==> config.mk <==
export PLATFORM = sky130hd
export DESIGN_NAME = sd_probe
export DESIGN_NICKNAME = d
export VERILOG_FILES = /design/src/logic/sd_probe_pkg.sv /design/src/logic/sd_probe.sv /design/src/logic/progress_printer.sv /design/src/logic/uart_tx.sv /design/src/logic/sd_cmd0_seq.sv /design/src/logic/spi_master.sv
export SDC_FILE = /design/constraint.sdc
export NUM_CORES = 1
export LEC_CHECK = 0
export BUFFER_PORTS_ARGS = -buffer_cell sky130_fd_sc_hd__buf_4
export CAP_MARGIN = 20
export CORE_ASPECT_RATIO = 1.5
export CORE_MARGIN = 2
export CORE_UTILIZATION = 50
export CTS_CLUSTER_DIAMETER = 120
export DETAILED_ROUTE_END_ITERATION = 7
export GPL_ROUTABILITY_DRIVEN = 0
export MAX_ROUTING_LAYER = met4
export PLACE_DENSITY = 0.66
export SETUP_SLACK_MARGIN = 0.3
export SYNTH_ARGS = -nofsm -noshare
export SYNTH_HDL_FRONTEND = slang
export SYNTH_SLANG_ARGS = --single-unit
export TNS_END_PERCENT = 10
==> constraint.sdc <==
create_clock -name CLOCK_50 -period 3.7 [get_ports CLOCK_50]
set_input_delay 0.185 -clock CLOCK_50 [delete_from_list [all_inputs] [get_ports CLOCK_50]]
set_output_delay 0.185 -clock CLOCK_50 [all_outputs]
set_load 0.1 [all_outputs]
==> src/logic/sd_probe_pkg.sv <==
// shared types and SD SPI-mode constants, referenced by scoped name from the RTL
package sd_probe_pkg;

    // ==============================
    // types
    // ==============================
    // one data byte on SPI or UART
    typedef logic [7:0] byte_t;
    // clock divider count
    typedef logic [15:0] div_t;

    // sequencer phases, in the order they run
    typedef enum logic [1:0] {
        ST_IDLE_CLOCKS,
        ST_SEND_CMD,
        ST_POLL,
        ST_DONE
    } seq_state_t;

    // ==============================
    // SD command constants
    // ==============================
    // GO_IDLE_STATE frame, index 0 goes out first
    // 0x95 is the fixed crc7 + end bit for CMD0 with zero argument
    localparam byte_t CMD0_BYTES [0:5] = '{8'h40, 8'h00, 8'h00, 8'h00, 8'h00, 8'h95};
    // mosi held high while idling and polling
    localparam byte_t FILL_BYTE = 8'hFF;
    // 10 bytes x 8 bits = 80 sclk cycles, card needs at least 74
    localparam int IDLE_BYTES = 10;
    // in idle state, no error bits
    localparam byte_t R1_IDLE = 8'h01;

endpackage
==> src/logic/sd_probe.sv <==
// board top for SD card SPI bring-up: CMD0 sequence, result on UART text and LED
`timescale 1ns/1ps

module sd_probe #(
    // 50 MHz / (2 * 63) is just under 400 kHz for card init
    parameter sd_probe_pkg::div_t CLK_DIV    = 16'd63,
    // 115200 baud at 50 MHz
    parameter sd_probe_pkg::div_t BAUD_DIV   = 16'd434,
    parameter int                 POLL_LIMIT = 8
) (
    input  logic CLOCK_50,
    // push button, low resets
    input  logic KEY0,
    // SD_DAT0
    input  logic SPI_MISO,
    // SD_CLK
    output logic SPI_SCLK,
    // SD_CMD
    output logic SPI_MOSI,
    // SD_DAT3 used as chip select
    output logic SPI_SS_n,
    output logic UART_TXD,
    output logic LEDR0
);

    logic                spi_start;
    logic                spi_busy;
    logic                spi_done;
    sd_probe_pkg::byte_t spi_tx;
    sd_probe_pkg::byte_t spi_rx;
    logic                result_valid;
    logic                result_timeout;
    sd_probe_pkg::byte_t result_r1;
    logic                tx_start;
    logic                tx_busy;
    sd_probe_pkg::byte_t tx_byte;

    // ==============================
    // SD command path
    // ==============================
    sd_cmd0_seq #(
        .POLL_LIMIT(POLL_LIMIT)
    ) sd_cmd0_seq_i (
        .CLOCK_50      (CLOCK_50),
        .KEY0          (KEY0),
        .spi_busy      (spi_busy),
        .spi_done      (spi_done),
        .spi_rx        (spi_rx),
        .spi_start     (spi_start),
        .spi_tx        (spi_tx),
        .cs_n          (SPI_SS_n),
        .result_valid  (result_valid),
        .result_r1     (result_r1),
        .result_timeout(result_timeout)
    );

    spi_master #(
        .CLK_DIV(CLK_DIV)
    ) spi_master_i (
        .CLOCK_50 (CLOCK_50),
        .KEY0     (KEY0),
        .spi_start(spi_start),
        .spi_tx   (spi_tx),
        .miso     (SPI_MISO),
        .spi_busy (spi_busy),
        .spi_done (spi_done),
        .spi_rx   (spi_rx),
        .sclk     (SPI_SCLK),
        .mosi     (SPI_MOSI)
    );

    // ==============================
    // text report
    // ==============================
    progress_printer progress_printer_i (
        .CLOCK_50      (CLOCK_50),
        .KEY0          (KEY0),
        .result_valid  (result_valid),
        .result_r1     (result_r1),
        .result_timeout(result_timeout),
        .tx_busy       (tx_busy),
        .tx_start      (tx_start),
        .tx_byte       (tx_byte)
    );

    uart_tx #(
        .BAUD_DIV(BAUD_DIV)
    ) uart_tx_i (
        .CLOCK_50(CLOCK_50),
        .KEY0    (KEY0),
        .tx_start(tx_start),
        .tx_byte (tx_byte),
        .tx_busy (tx_busy),
        .txd     (UART_TXD)
    );

    // led latches a clean idle answer until the next reset
    always_ff @(posedge CLOCK_50 or negedge KEY0) begin
        if (!KEY0) begin
            LEDR0 <= 1'b0;
        end else if (result_valid && !result_timeout &&
                     result_r1 == sd_probe_pkg::R1_IDLE) begin
            LEDR0 <= 1'b1;
        end
    end

endmodule

==> src/logic/progress_printer.sv <==
// prints "SD:" at reset, then the R1 as two hex digits or "--" and a newline
`timescale 1ns/1ps

module progress_printer (
    input  logic                CLOCK_50,
    input  logic                KEY0,
    input  logic                result_valid,
    input  sd_probe_pkg::byte_t result_r1,
    input  logic                result_timeout,
    input  logic                tx_busy,
    output logic                tx_start,
    output sd_probe_pkg::byte_t tx_byte
);

    logic [2:0]          char_idx;
    logic                have_result;
    sd_probe_pkg::byte_t r1_q;
    logic                timeout_q;
    sd_probe_pkg::byte_t next_char;
    logic                can_send;

    // upper-case ascii hex digit
    function automatic sd_probe_pkg::byte_t hex_char(input logic [3:0] nib);
        if (nib < 4'd10) begin
            return 8'h30 + {4'h0, nib};
        end
        return 8'h37 + {4'h0, nib};
    endfunction

    // message text by index
    always_comb begin
        case (char_idx)
            3'd0:    next_char = "S";
            3'd1:    next_char = "D";
            3'd2:    next_char = ":";
            3'd3:    next_char = timeout_q ? "-" : hex_char(r1_q[7:4]);
            3'd4:    next_char = timeout_q ? "-" : hex_char(r1_q[3:0]);
            default: next_char = 8'h0A;
        endcase
    end

    // banner goes at once, the rest waits for the result
    assign can_send = !tx_busy && !tx_start &&
                      (char_idx < 3'd3 || (have_result && char_idx < 3'd6));

    always_ff @(posedge CLOCK_50 or negedge KEY0) begin
        if (!KEY0) begin
            tx_start    <= 1'b0;
            char_idx    <= '0;
            have_result <= 1'b0;
        end else begin
            tx_start <= can_send;
            if (can_send) begin
                char_idx <= char_idx + 3'd1;
            end
            if (result_valid) begin
                have_result <= 1'b1;
            end
        end
    end

    always_ff @(posedge CLOCK_50) begin
        if (can_send) begin
            tx_byte <= next_char;
        end
        if (result_valid) begin
            r1_q      <= result_r1;
            timeout_q <= result_timeout;
        end
    end

endmodule

==> src/logic/uart_tx.sv <==
// 8N1 serial transmitter, one frame per tx_start, bit time of BAUD_DIV clocks
`timescale 1ns/1ps

module uart_tx #(
    parameter sd_probe_pkg::div_t BAUD_DIV = 16'd434
) (
    input  logic                CLOCK_50,
    input  logic                KEY0,
    input  logic                tx_start,
    input  sd_probe_pkg::byte_t tx_byte,
    output logic                tx_busy,
    output logic                txd
);

    sd_probe_pkg::div_t baud_cnt;
    logic [3:0]         bit_cnt;
    // stop bit, data lsb first, start bit at the bottom
    logic [9:0]         frame;

    assign txd = frame[0];

    always_ff @(posedge CLOCK_50 or negedge KEY0) begin
        if (!KEY0) begin
            tx_busy  <= 1'b0;
            baud_cnt <= '0;
            bit_cnt  <= '0;
            frame    <= '1;
        end else if (tx_start && !tx_busy) begin
            tx_busy  <= 1'b1;
            baud_cnt <= '0;
            bit_cnt  <= '0;
            frame    <= {1'b1, tx_byte, 1'b0};
        end else if (tx_busy) begin
            if (baud_cnt == BAUD_DIV - 16'd1) begin
                baud_cnt <= '0;
                bit_cnt  <= bit_cnt + 4'd1;
                // line returns to mark as ones shift in
                frame    <= {1'b1, frame[9:1]};
                // end of stop bit
                if (bit_cnt == 4'd9) begin
                    tx_busy <= 1'b0;
                end
            end else begin
                baud_cnt <= baud_cnt + 16'd1;
            end
        end
    end

    a_no_start_when_busy: assert property (@(posedge CLOCK_50) disable iff (!KEY0)
        tx_start |-> !tx_busy)
        else $error("tx_start while tx_busy");

endmodule

==> src/logic/sd_cmd0_seq.sv <==
// SD CMD0 sequencer: 80 idle clocks, CMD0 frame, R1 poll, then one result pulse
`timescale 1ns/1ps

module sd_cmd0_seq #(
    parameter int POLL_LIMIT = 8
) (
    input  logic                CLOCK_50,
    input  logic                KEY0,
    input  logic                spi_busy,
    input  logic                spi_done,
    input  sd_probe_pkg::byte_t spi_rx,
    output logic                spi_start,
    output sd_probe_pkg::byte_t spi_tx,
    output logic                cs_n,
    output logic                result_valid,
    output sd_probe_pkg::byte_t result_r1,
    output logic                result_timeout
);

    sd_probe_pkg::seq_state_t state;
    logic [15:0]              byte_cnt;
    logic                     xfer_act;
    logic                     r1_hit;

    // R1 starts with a 0 bit, anything with msb set is still fill
    assign r1_hit = !spi_rx[7];

    // command bytes only in the send phase, fill everywhere else
    always_comb begin
        if (state == sd_probe_pkg::ST_SEND_CMD) begin
            spi_tx = sd_probe_pkg::CMD0_BYTES[byte_cnt[2:0]];
        end else begin
            spi_tx = sd_probe_pkg::FILL_BYTE;
        end
    end

    // ==============================
    // byte-by-byte state machine
    // ==============================
    always_ff @(posedge CLOCK_50 or negedge KEY0) begin
        if (!KEY0) begin
            state        <= sd_probe_pkg::ST_IDLE_CLOCKS;
            byte_cnt     <= '0;
            xfer_act     <= 1'b0;
            spi_start    <= 1'b0;
            cs_n         <= 1'b1;
            result_valid <= 1'b0;
        end else begin
            spi_start    <= 1'b0;
            result_valid <= 1'b0;
            // launch the next byte once the engine is free
            if (!xfer_act && !spi_busy && state != sd_probe_pkg::ST_DONE) begin
                spi_start <= 1'b1;
                xfer_act  <= 1'b1;
            end
            if (spi_done) begin
                xfer_act <= 1'b0;
                byte_cnt <= byte_cnt + 16'd1;
                case (state)
                    sd_probe_pkg::ST_IDLE_CLOCKS: begin
                        if (byte_cnt == 16'(sd_probe_pkg::IDLE_BYTES - 1)) begin
                            byte_cnt <= '0;
                            cs_n     <= 1'b0;
                            state    <= sd_probe_pkg::ST_SEND_CMD;
                        end
                    end
                    sd_probe_pkg::ST_SEND_CMD: begin
                        if (byte_cnt == 16'd5) begin
                            byte_cnt <= '0;
                            state    <= sd_probe_pkg::ST_POLL;
                        end
                    end
                    sd_probe_pkg::ST_POLL: begin
                        // release the card on an answer or on the limit
                        if (r1_hit || byte_cnt == 16'(POLL_LIMIT - 1)) begin
                            cs_n         <= 1'b1;
                            result_valid <= 1'b1;
                            state        <= sd_probe_pkg::ST_DONE;
                        end
                    end
                    default: begin
                        byte_cnt <= byte_cnt;
                    end
                endcase
            end
        end
    end

    // result payload, only meaningful on result_valid
    always_ff @(posedge CLOCK_50) begin
        if (spi_done && state == sd_probe_pkg::ST_POLL) begin
            result_r1      <= r1_hit ? spi_rx : sd_probe_pkg::FILL_BYTE;
            result_timeout <= !r1_hit;
        end
    end

    // chip select only asserted during command and poll
    a_cs_high_outside: assert property (@(posedge CLOCK_50) disable iff (!KEY0)
        (state == sd_probe_pkg::ST_IDLE_CLOCKS || state == sd_probe_pkg::ST_DONE) |-> cs_n)
        else $error("cs_n low in idle or done phase");

    // every done from the engine answers a byte this block launched
    a_done_expected: assert property (@(posedge CLOCK_50) disable iff (!KEY0)
        spi_done |-> xfer_act)
        else $error("spi_done without a pending transfer");

endmodule

==> src/logic/spi_master.sv <==
// SPI mode 0 byte exchanger, one byte per spi_start, SCLK = clock / (2 * CLK_DIV)
`timescale 1ns/1ps

module spi_master #(
    parameter sd_probe_pkg::div_t CLK_DIV = 16'd63
) (
    input  logic                CLOCK_50,
    input  logic                KEY0,
    input  logic                spi_start,
    input  sd_probe_pkg::byte_t spi_tx,
    input  logic                miso,
    output logic                spi_busy,
    output logic                spi_done,
    output sd_probe_pkg::byte_t spi_rx,
    output logic                sclk,
    output logic                mosi
);

    sd_probe_pkg::div_t  div_cnt;
    logic [3:0]          edge_cnt;
    sd_probe_pkg::byte_t tx_sr;
    sd_probe_pkg::byte_t rx_sr;
    logic                tick;

    // one sclk half period elapsed
    assign tick = spi_busy && (div_cnt == CLK_DIV - 16'd1);

    // msb first, first bit is on the line a full half period before the rising edge
    assign mosi   = tx_sr[7];
    assign spi_rx = rx_sr;

    // ==============================
    // divider and transmit shifter
    // ==============================
    always_ff @(posedge CLOCK_50 or negedge KEY0) begin
        if (!KEY0) begin
            spi_busy <= 1'b0;
            spi_done <= 1'b0;
            sclk     <= 1'b0;
            div_cnt  <= '0;
            edge_cnt <= '0;
            tx_sr    <= sd_probe_pkg::FILL_BYTE;
        end else begin
            spi_done <= 1'b0;
            if (spi_start && !spi_busy) begin
                spi_busy <= 1'b1;
                div_cnt  <= '0;
                edge_cnt <= '0;
                tx_sr    <= spi_tx;
            end else if (tick) begin
                div_cnt  <= '0;
                sclk     <= ~sclk;
                edge_cnt <= edge_cnt + 4'd1;
                // falling edge, next bit out, ones shifted in keep mosi high
                if (sclk) begin
                    tx_sr <= {tx_sr[6:0], 1'b1};
                end
                // 16th edge is the last falling one
                if (edge_cnt == 4'd15) begin
                    spi_busy <= 1'b0;
                    spi_done <= 1'b1;
                end
            end else if (spi_busy) begin
                div_cnt <= div_cnt + 16'd1;
            end
        end
    end

    // miso sampled on the rising edge
    always_ff @(posedge CLOCK_50) begin
        if (tick && !sclk) begin
            rx_sr <= {rx_sr[6:0], miso};
        end
    end

    // the sequencer must wait for the previous byte to finish
    a_no_start_when_busy: assert property (@(posedge CLOCK_50) disable iff (!KEY0)
        spi_start |-> !spi_busy)
        else $error("spi_start while spi_busy");

endmodule

# Yosys cells after proc, flatten, opt, wreduce, memory -nomap -nowiden
# Memory sizes are Yosys's and may differ from the RTL's.
# Index checks and enable logic that the tools add are counted.
# totals
mem_count	1
elab_cells	161
input_bits	3
ff_bits	124
output_inout_bits	5
romBits	64
# mem_list
name	words	word_bits	read_ports	rd_ports_with_merged_regs	wr	line_no	text
(name not given)	8	8	1	0	0	sd_cmd0_seq.sv:31	spi_tx = sd_probe_pkg::CMD0_BYTES[byte_cnt[2:0]];
# classes
magnitude_cmp	5
mux	58
n_bitwise	3
n_eq_ne	18
n_reduce_logical	39
addsub	10
# op_table
op	count
two-way mux 16 bit	8
two-way mux 8 bit	13
adder 16 x 1 -> 16 bit, second input constant	3
case mux 16 bit (3 select lines)	1
case mux 8 bit (5 select lines)	1
equality test 16 x 3 -> 1 bit, second input constant	2
two-way mux 10 bit	3
adder 6 x 4 -> 7 bit, first input constant	4
two-way mux 1 bit	22
two-way mux 4 bit	5
equality test 16 x 4 -> 1 bit, second input constant	1
equality test 16 x 6 -> 1 bit, second input constant	1
equality test 16 x 9 -> 1 bit, second input constant	1
nonzero test 2 bit	7
logical AND 1 bit	12
AND reduction 2 bit	5
adder 4 x 1 -> 4 bit, second input constant	2
equality test 4 bit, second input constant	2
equality test 8 x 1 -> 1 bit, second input constant	1
< comparator 4 bit, second input constant	2
logical NOT 1 bit	7
equality test 3 x 2 -> 1 bit, second input constant	2
two-way mux 2 bit	3
case mux 2 bit (3 select lines)	1
other kinds (19)	24

# Logic depth before layout (Yosys ltp)
# depth
depth_word	6
depth_mapped	8
ltp_nobuf	7

# Cells and area by module
# From an unflattened synthesis, not the netlist that was laid out.
# hier_totals
cells_unflattened	644
area_unflattened_um2	6741.5
# by_module_without_submodules
module	instances	cells_each	area_per_inst_um2	seq_area_each_um2
spi_master	1	186	2040.7	1026.0
sd_cmd0_seq	1	173	1754.2	792.0
uart_tx	1	182	1717.9	762.0
progress_printer	1	98	1162.4	605.6
sd_probe	1	5	66.3	25.0

# Worst setup path after synthesis
# OpenSTA, ideal clock, no wires.
# synth_timing
path_type	reg-to-reg
startpoint	register spi_master_i.div_cnt[0]
endpoint	register spi_master_i.rx_sr[0], in the netlist spi_master_i.spi_rx[0], enable pin
synth_period_minus_slack_ns	2.446
n_path_buf	1
slack_ns	1.254
stages_incl_launch_ff	7
setup_time_ns	0.373
t_required_ns	3.327
arrival_time_ns	2.073
cell_sequence	dfrtp_1 > inv_1 > ha_1 > or4bb_1 > or4_4 > buf_6 > nor2_1
# synth_via
elab_chain_len	3
# synth_lines
element	line_no	text
start, declared	spi_master.sv:19	sd_probe_pkg::div_t div_cnt;
start signal, assigned	spi_master.sv:64	div_cnt <= div_cnt + 16'd1;
equality test 16 x 6 -> 1 bit	spi_master.sv:26	assign tick = spi_busy && (div_cnt == CLK_DIV - 16'd1);
logical AND 1 bit	spi_master.sv:26	
logical AND 1 bit	spi_master.sv:71	if (tick && !sclk) begin
end signal, assigned	spi_master.sv:72	rx_sr <= {rx_sr[6:0], miso};
end, declared	spi_master.sv:22	sd_probe_pkg::byte_t rx_sr;
# Every way passes these cells.
# A chain may end at the register's enable or synchronous reset.

# Worst setup path in the final report
# Ends and elaborated chain as after synthesis.

==> impl_summary.md <==
Die
The floorplan has between 40 and 50 rows. The die is 137 um tall. The total I/O pin count is 8.

The floorplan step defined a die boundary enclosing approximately 13,000 um2. The initial standard-cell utilization of the core is 51.3%. The die is around 93 um wide. The core footprint is 11,500 um2.

STA
The actual transition at the worst max-transition pin is about 0.80 ns. The total setup violations reported at the end of the flow is 0. Summed over all failing endpoints, the final setup total negative slack is 0 ns.

The final clock skew is roughly 0.0081 ns. The final clock period utilization by the worst path is approximately 70%. Measured against its own limit, the worst slew margin works out to 46.6%. Based on the critical path, the design can be clocked at up to 386 MHz. The post-route minimum period is 2.59 ns. The hold violation count in the final report is 0. The number of pins exceeding their max-slew limit in the final report is 0.

Setup repair after global routing left no endpoint under its margin.

CTS
The clock insertion delay at the later pin of the skew report is ~0.4 ns. The H-tree generated during clock tree synthesis spans 4 levels. The total setup buffers inserted after CTS is 0. Clock tree synthesis selected as its root buffer the cell sky130_fd_sc_hd__clkbuf_16. Clock-pin slew was measured on the worst setup and hold paths at ~0.05 ns. The total CTS buffers is 17. The maximum clock path buffer count is 2. TritonCTS built the clock tree. The clock net in this run drives a total of 120 sinks.

Global routing
The total overflow left after global routing is 0. The via count of the first global-routing pass is approximately 4,300. The number of antenna violations at the first check in global routing is 0. The maximum number of pins on one net before global-route repair is between 70 and 80. The aggregate global-route resource usage is around 20%.

The first global-routing pass estimated around 19 mm of wire.

Setup path
The startpoint of the worst-slack reg-to-reg timing path is spi_master_i.div_cnt[0]$_DFFE_PN0P_. The type of the worst setup path is reg -> reg. Traced cell by cell, the critical path runs through inv_1, ha_1, or4bb_1, or4_4, nor2_1. STA puts the critical path data arrival time at approximately 2.6 ns.

On the worst path, the slowest cell contributes a delay of between 0.5 and 0.6 ns. The endpoint required time on the critical path is around 3.8 ns. In this run the worst path has a maximum fanout of 10. The worst register-to-register path has a depth of 5. In this run the worst setup path begins at spi_master_i.div_cnt[0]$_DFFE_PN0P_. The type of element launching the critical path is a flip-flop. The worst flop-to-flop path endpoint is spi_master_i.spi_rx[0]$_DFFE_PP_. The register-to-register setup slack is 1.11 ns.

The sort of element at the end of the critical path is a flip-flop. For this design, the slowest cell found on the critical path is sky130_fd_sc_hd__or4bb_1.

Min path
The min-delay analysis places its worst path in the category in -> async.

Logic synthesis
Yosys mapped a number of flops with a built-in enable equal to 31. The proportion of register bits with asynchronous set or reset after synthesis is between 70% and 80%. The average size of a mapped cell is a little over 10 um2.

The flop and latch count out of synthesis is between 100 and 150. The warning count from the yosys run is 0. In the synthesized netlist, the number of instances is roughly 570. The register area share after synthesis is between 50 and 60%.

The dominant synthesized flop cell is sky130_fd_sc_hd__dfrtp_1. The number of different library cells in the post-synthesis netlist is 55. The number of nets in the synthesized netlist is just under 600.

The cell area after synthesis is between 5000 and 6000 um2.

Place
In this run the tool buffered the top-level ports with 7 buffer cells. In this run, placement finished with an instance count of about 710. Once detailed placement completed, the half-perimeter wirelength came to just under 8 mm.

Power
Across the VDD grid, the largest voltage drop is 0.350 mV. Power spread over the standard cell area amounts to 456 nW/um2. The leakage dissipation is around 2.8 nW.

Status
The flow ran to the end, and the final reports show no timing, DRC or antenna violations.

Route
Wires add up to roughly 11 mm. After detailed routing, the number of vias per cell comes to roughly 5.6. The count of TritonRoute iterations in the first routing pass is 5. In the final routed layout, each cell accounts on average for 14.7 um. The number of violations reported at the end of detailed-routing iteration 0 is between 200 and 250. Once detail routing completed, the nets flagged for antenna violations numbered 0. For this block, the via count after detailed routing is between 4,000 and 5,000.

The remaining design rule violation count is 0.

Finish
Leaving out filler cells and counting taps, the final layout contains around 750. Of the cells placed in the final design, the portion with a size suffix greater than 1 is roughly an eighth. The library cell used most frequently in the layout, excluding fill and tap cells, is sky130_fd_sc_hd__dfrtp_1. The repair_antennas step left the layout with diodes totalling 0. Leaving out fill and tap cells, the most frequent cells in the layout are sky130_fd_sc_hd__dfrtp_1, sky130_fd_sc_hd__nand2_1, sky130_fd_sc_hd__nor2_1, sky130_fd_sc_hd__edfxtp_1, sky130_fd_sc_hd__nand3_1. Compared with the post-synthesis result, the final layout area differs by 13.8%.

For this run, the post-layout net count is about 610.

Job
The max-cap check violation count is 0.
==> where the power goes <==
group / total (mW) / switching, mW / internal, mW
Sequential: 1.36 / 0 / 1.36
Clock: 1.69 / 0.571 / 1.12
Combinational: 0.0260 / 0.0195 / 0.00646
Total: 3.07 / 0.590 / 2.48
==> worst max-delay path by stage <==
stage	slack [ns]	depth (start not counted)	end
5_1_grt	0.93	8	uart_tx_i.baud_cnt[7]$_DFFE_PN0P_
2_1_floorplan	1.25	6	spi_master_i.spi_rx[0]$_DFFE_PP_
3_5_place_dp	1.06	5	spi_master_i.spi_rx[2]$_DFFE_PP_
3_3_place_gp	1.16	5	spi_master_i.spi_rx[0]$_DFFE_PP_
6_report	1.11	5	spi_master_i.spi_rx[0]$_DFFE_PP_
4_1_cts	1.08	5	spi_master_i.spi_rx[0]$_DFFE_PP_
==> cell type report <==
cell class	instances	area, um2
clock buffer	19	433
tap	150	188
multi-input combinational	409	2540
fill	1001	4790
clock inverter	13	179
timing repair buffer	14	130
sequential	120	3180
inverter	23	86.3
==> metrics by stage <==
step | hold WS (ns) | worst slack [ns] | utilization, % | cell area (um2) | total power, mW
4_1_cts | 0.431 | 1.08 | 58.2 | 6710 | 3.11
3_5_place_dp | 0.376 | 1.06 | 52.7 | 6080 | 1.40
5_1_grt | 0.174 | 0.930 | 58.4 | 6740 | 3.17
2_1_floorplan | -0.111 | 1.25 | - | 5920 | 1.38
6_report | 0.168 | 1.11 | 58.4 | 6740 | 3.07
3_3_place_gp | 0.373 | 1.16 | 52.7 | 6080 | 1.40
==> registers in the layout (all words and copies together), names as in the netlist, 2 cells and up <==
register and count:
spi_master_i.tx_sr 8, progress_printer_i.char_idx 3, spi_master_i.spi_rx 8, sd_cmd0_seq_i.state 2
progress_printer_i.r1_q 8, spi_master_i.edge_cnt 4, uart_tx_i.baud_cnt 16, sd_cmd0_seq_i.result_r1 8
uart_tx_i.bit_cnt 4, spi_master_i.div_cnt 16, uart_tx_i.frame 9, sd_cmd0_seq_i.byte_cnt 16
progress_printer_i.tx_byte 7
==> synth_stat cells, drive strengths merged (7+ instances only) <==
cell type,count,share of area [%]
nand4,13,1.4
ha,21,4.4
xnor2,19,2.8
nor3,11,0.93
nand2,65,4.1
nor2b,11,1.2
dfstp,18,8.0
nor2,54,3.4
edfxtp,31,16
nand3,28,2.4
buf,8,1.1
o21ai,44,3.7
a21oi,21,1.8
mux2i,7,1.2
xor2,13,1.9
a22oi,10,1.3
or2,9,0.95
inv,23,1.5
o31ai,7,0.89
clkbuf,13,0.82
dfrtp,71,30
==> metal layers <==
layer  routed length [um]  vias up  GRT usage, %
li1                     -     2067             -
met1                 4610     2034          21.0
met2                 5940       50          35.2
met3                  265       16          5.09
met4                  189        0          8.01
met5                    0        -             -
==> repair_timing <==
item                                   in CTS  in global routing
resized for setup                           0                  0
endpoints found under the hold margin      60                  0
hold buffers                                2                  0
==> worst max-delay path: cells and delay by family (launching register included) <==
family        cells  cell delay (ns)
flops             1             0.41
simple gates      3             1.57
fa+ha+maj         1             0.15
buf+inv           1             0.08
==> cell families after synthesis <==
kind of cell	synth area share, %
AO/OA/AOI/OAI	11.9
XOR/XNOR	4.74
adder cells (fa/ha/maj)	4.44
buffers and inverters	3.34
flip-flops	53.7
multiplexers	1.95
AND/OR/NAND/NOR	19.9
No activity file was read; power rests on OpenSTA's default activity.
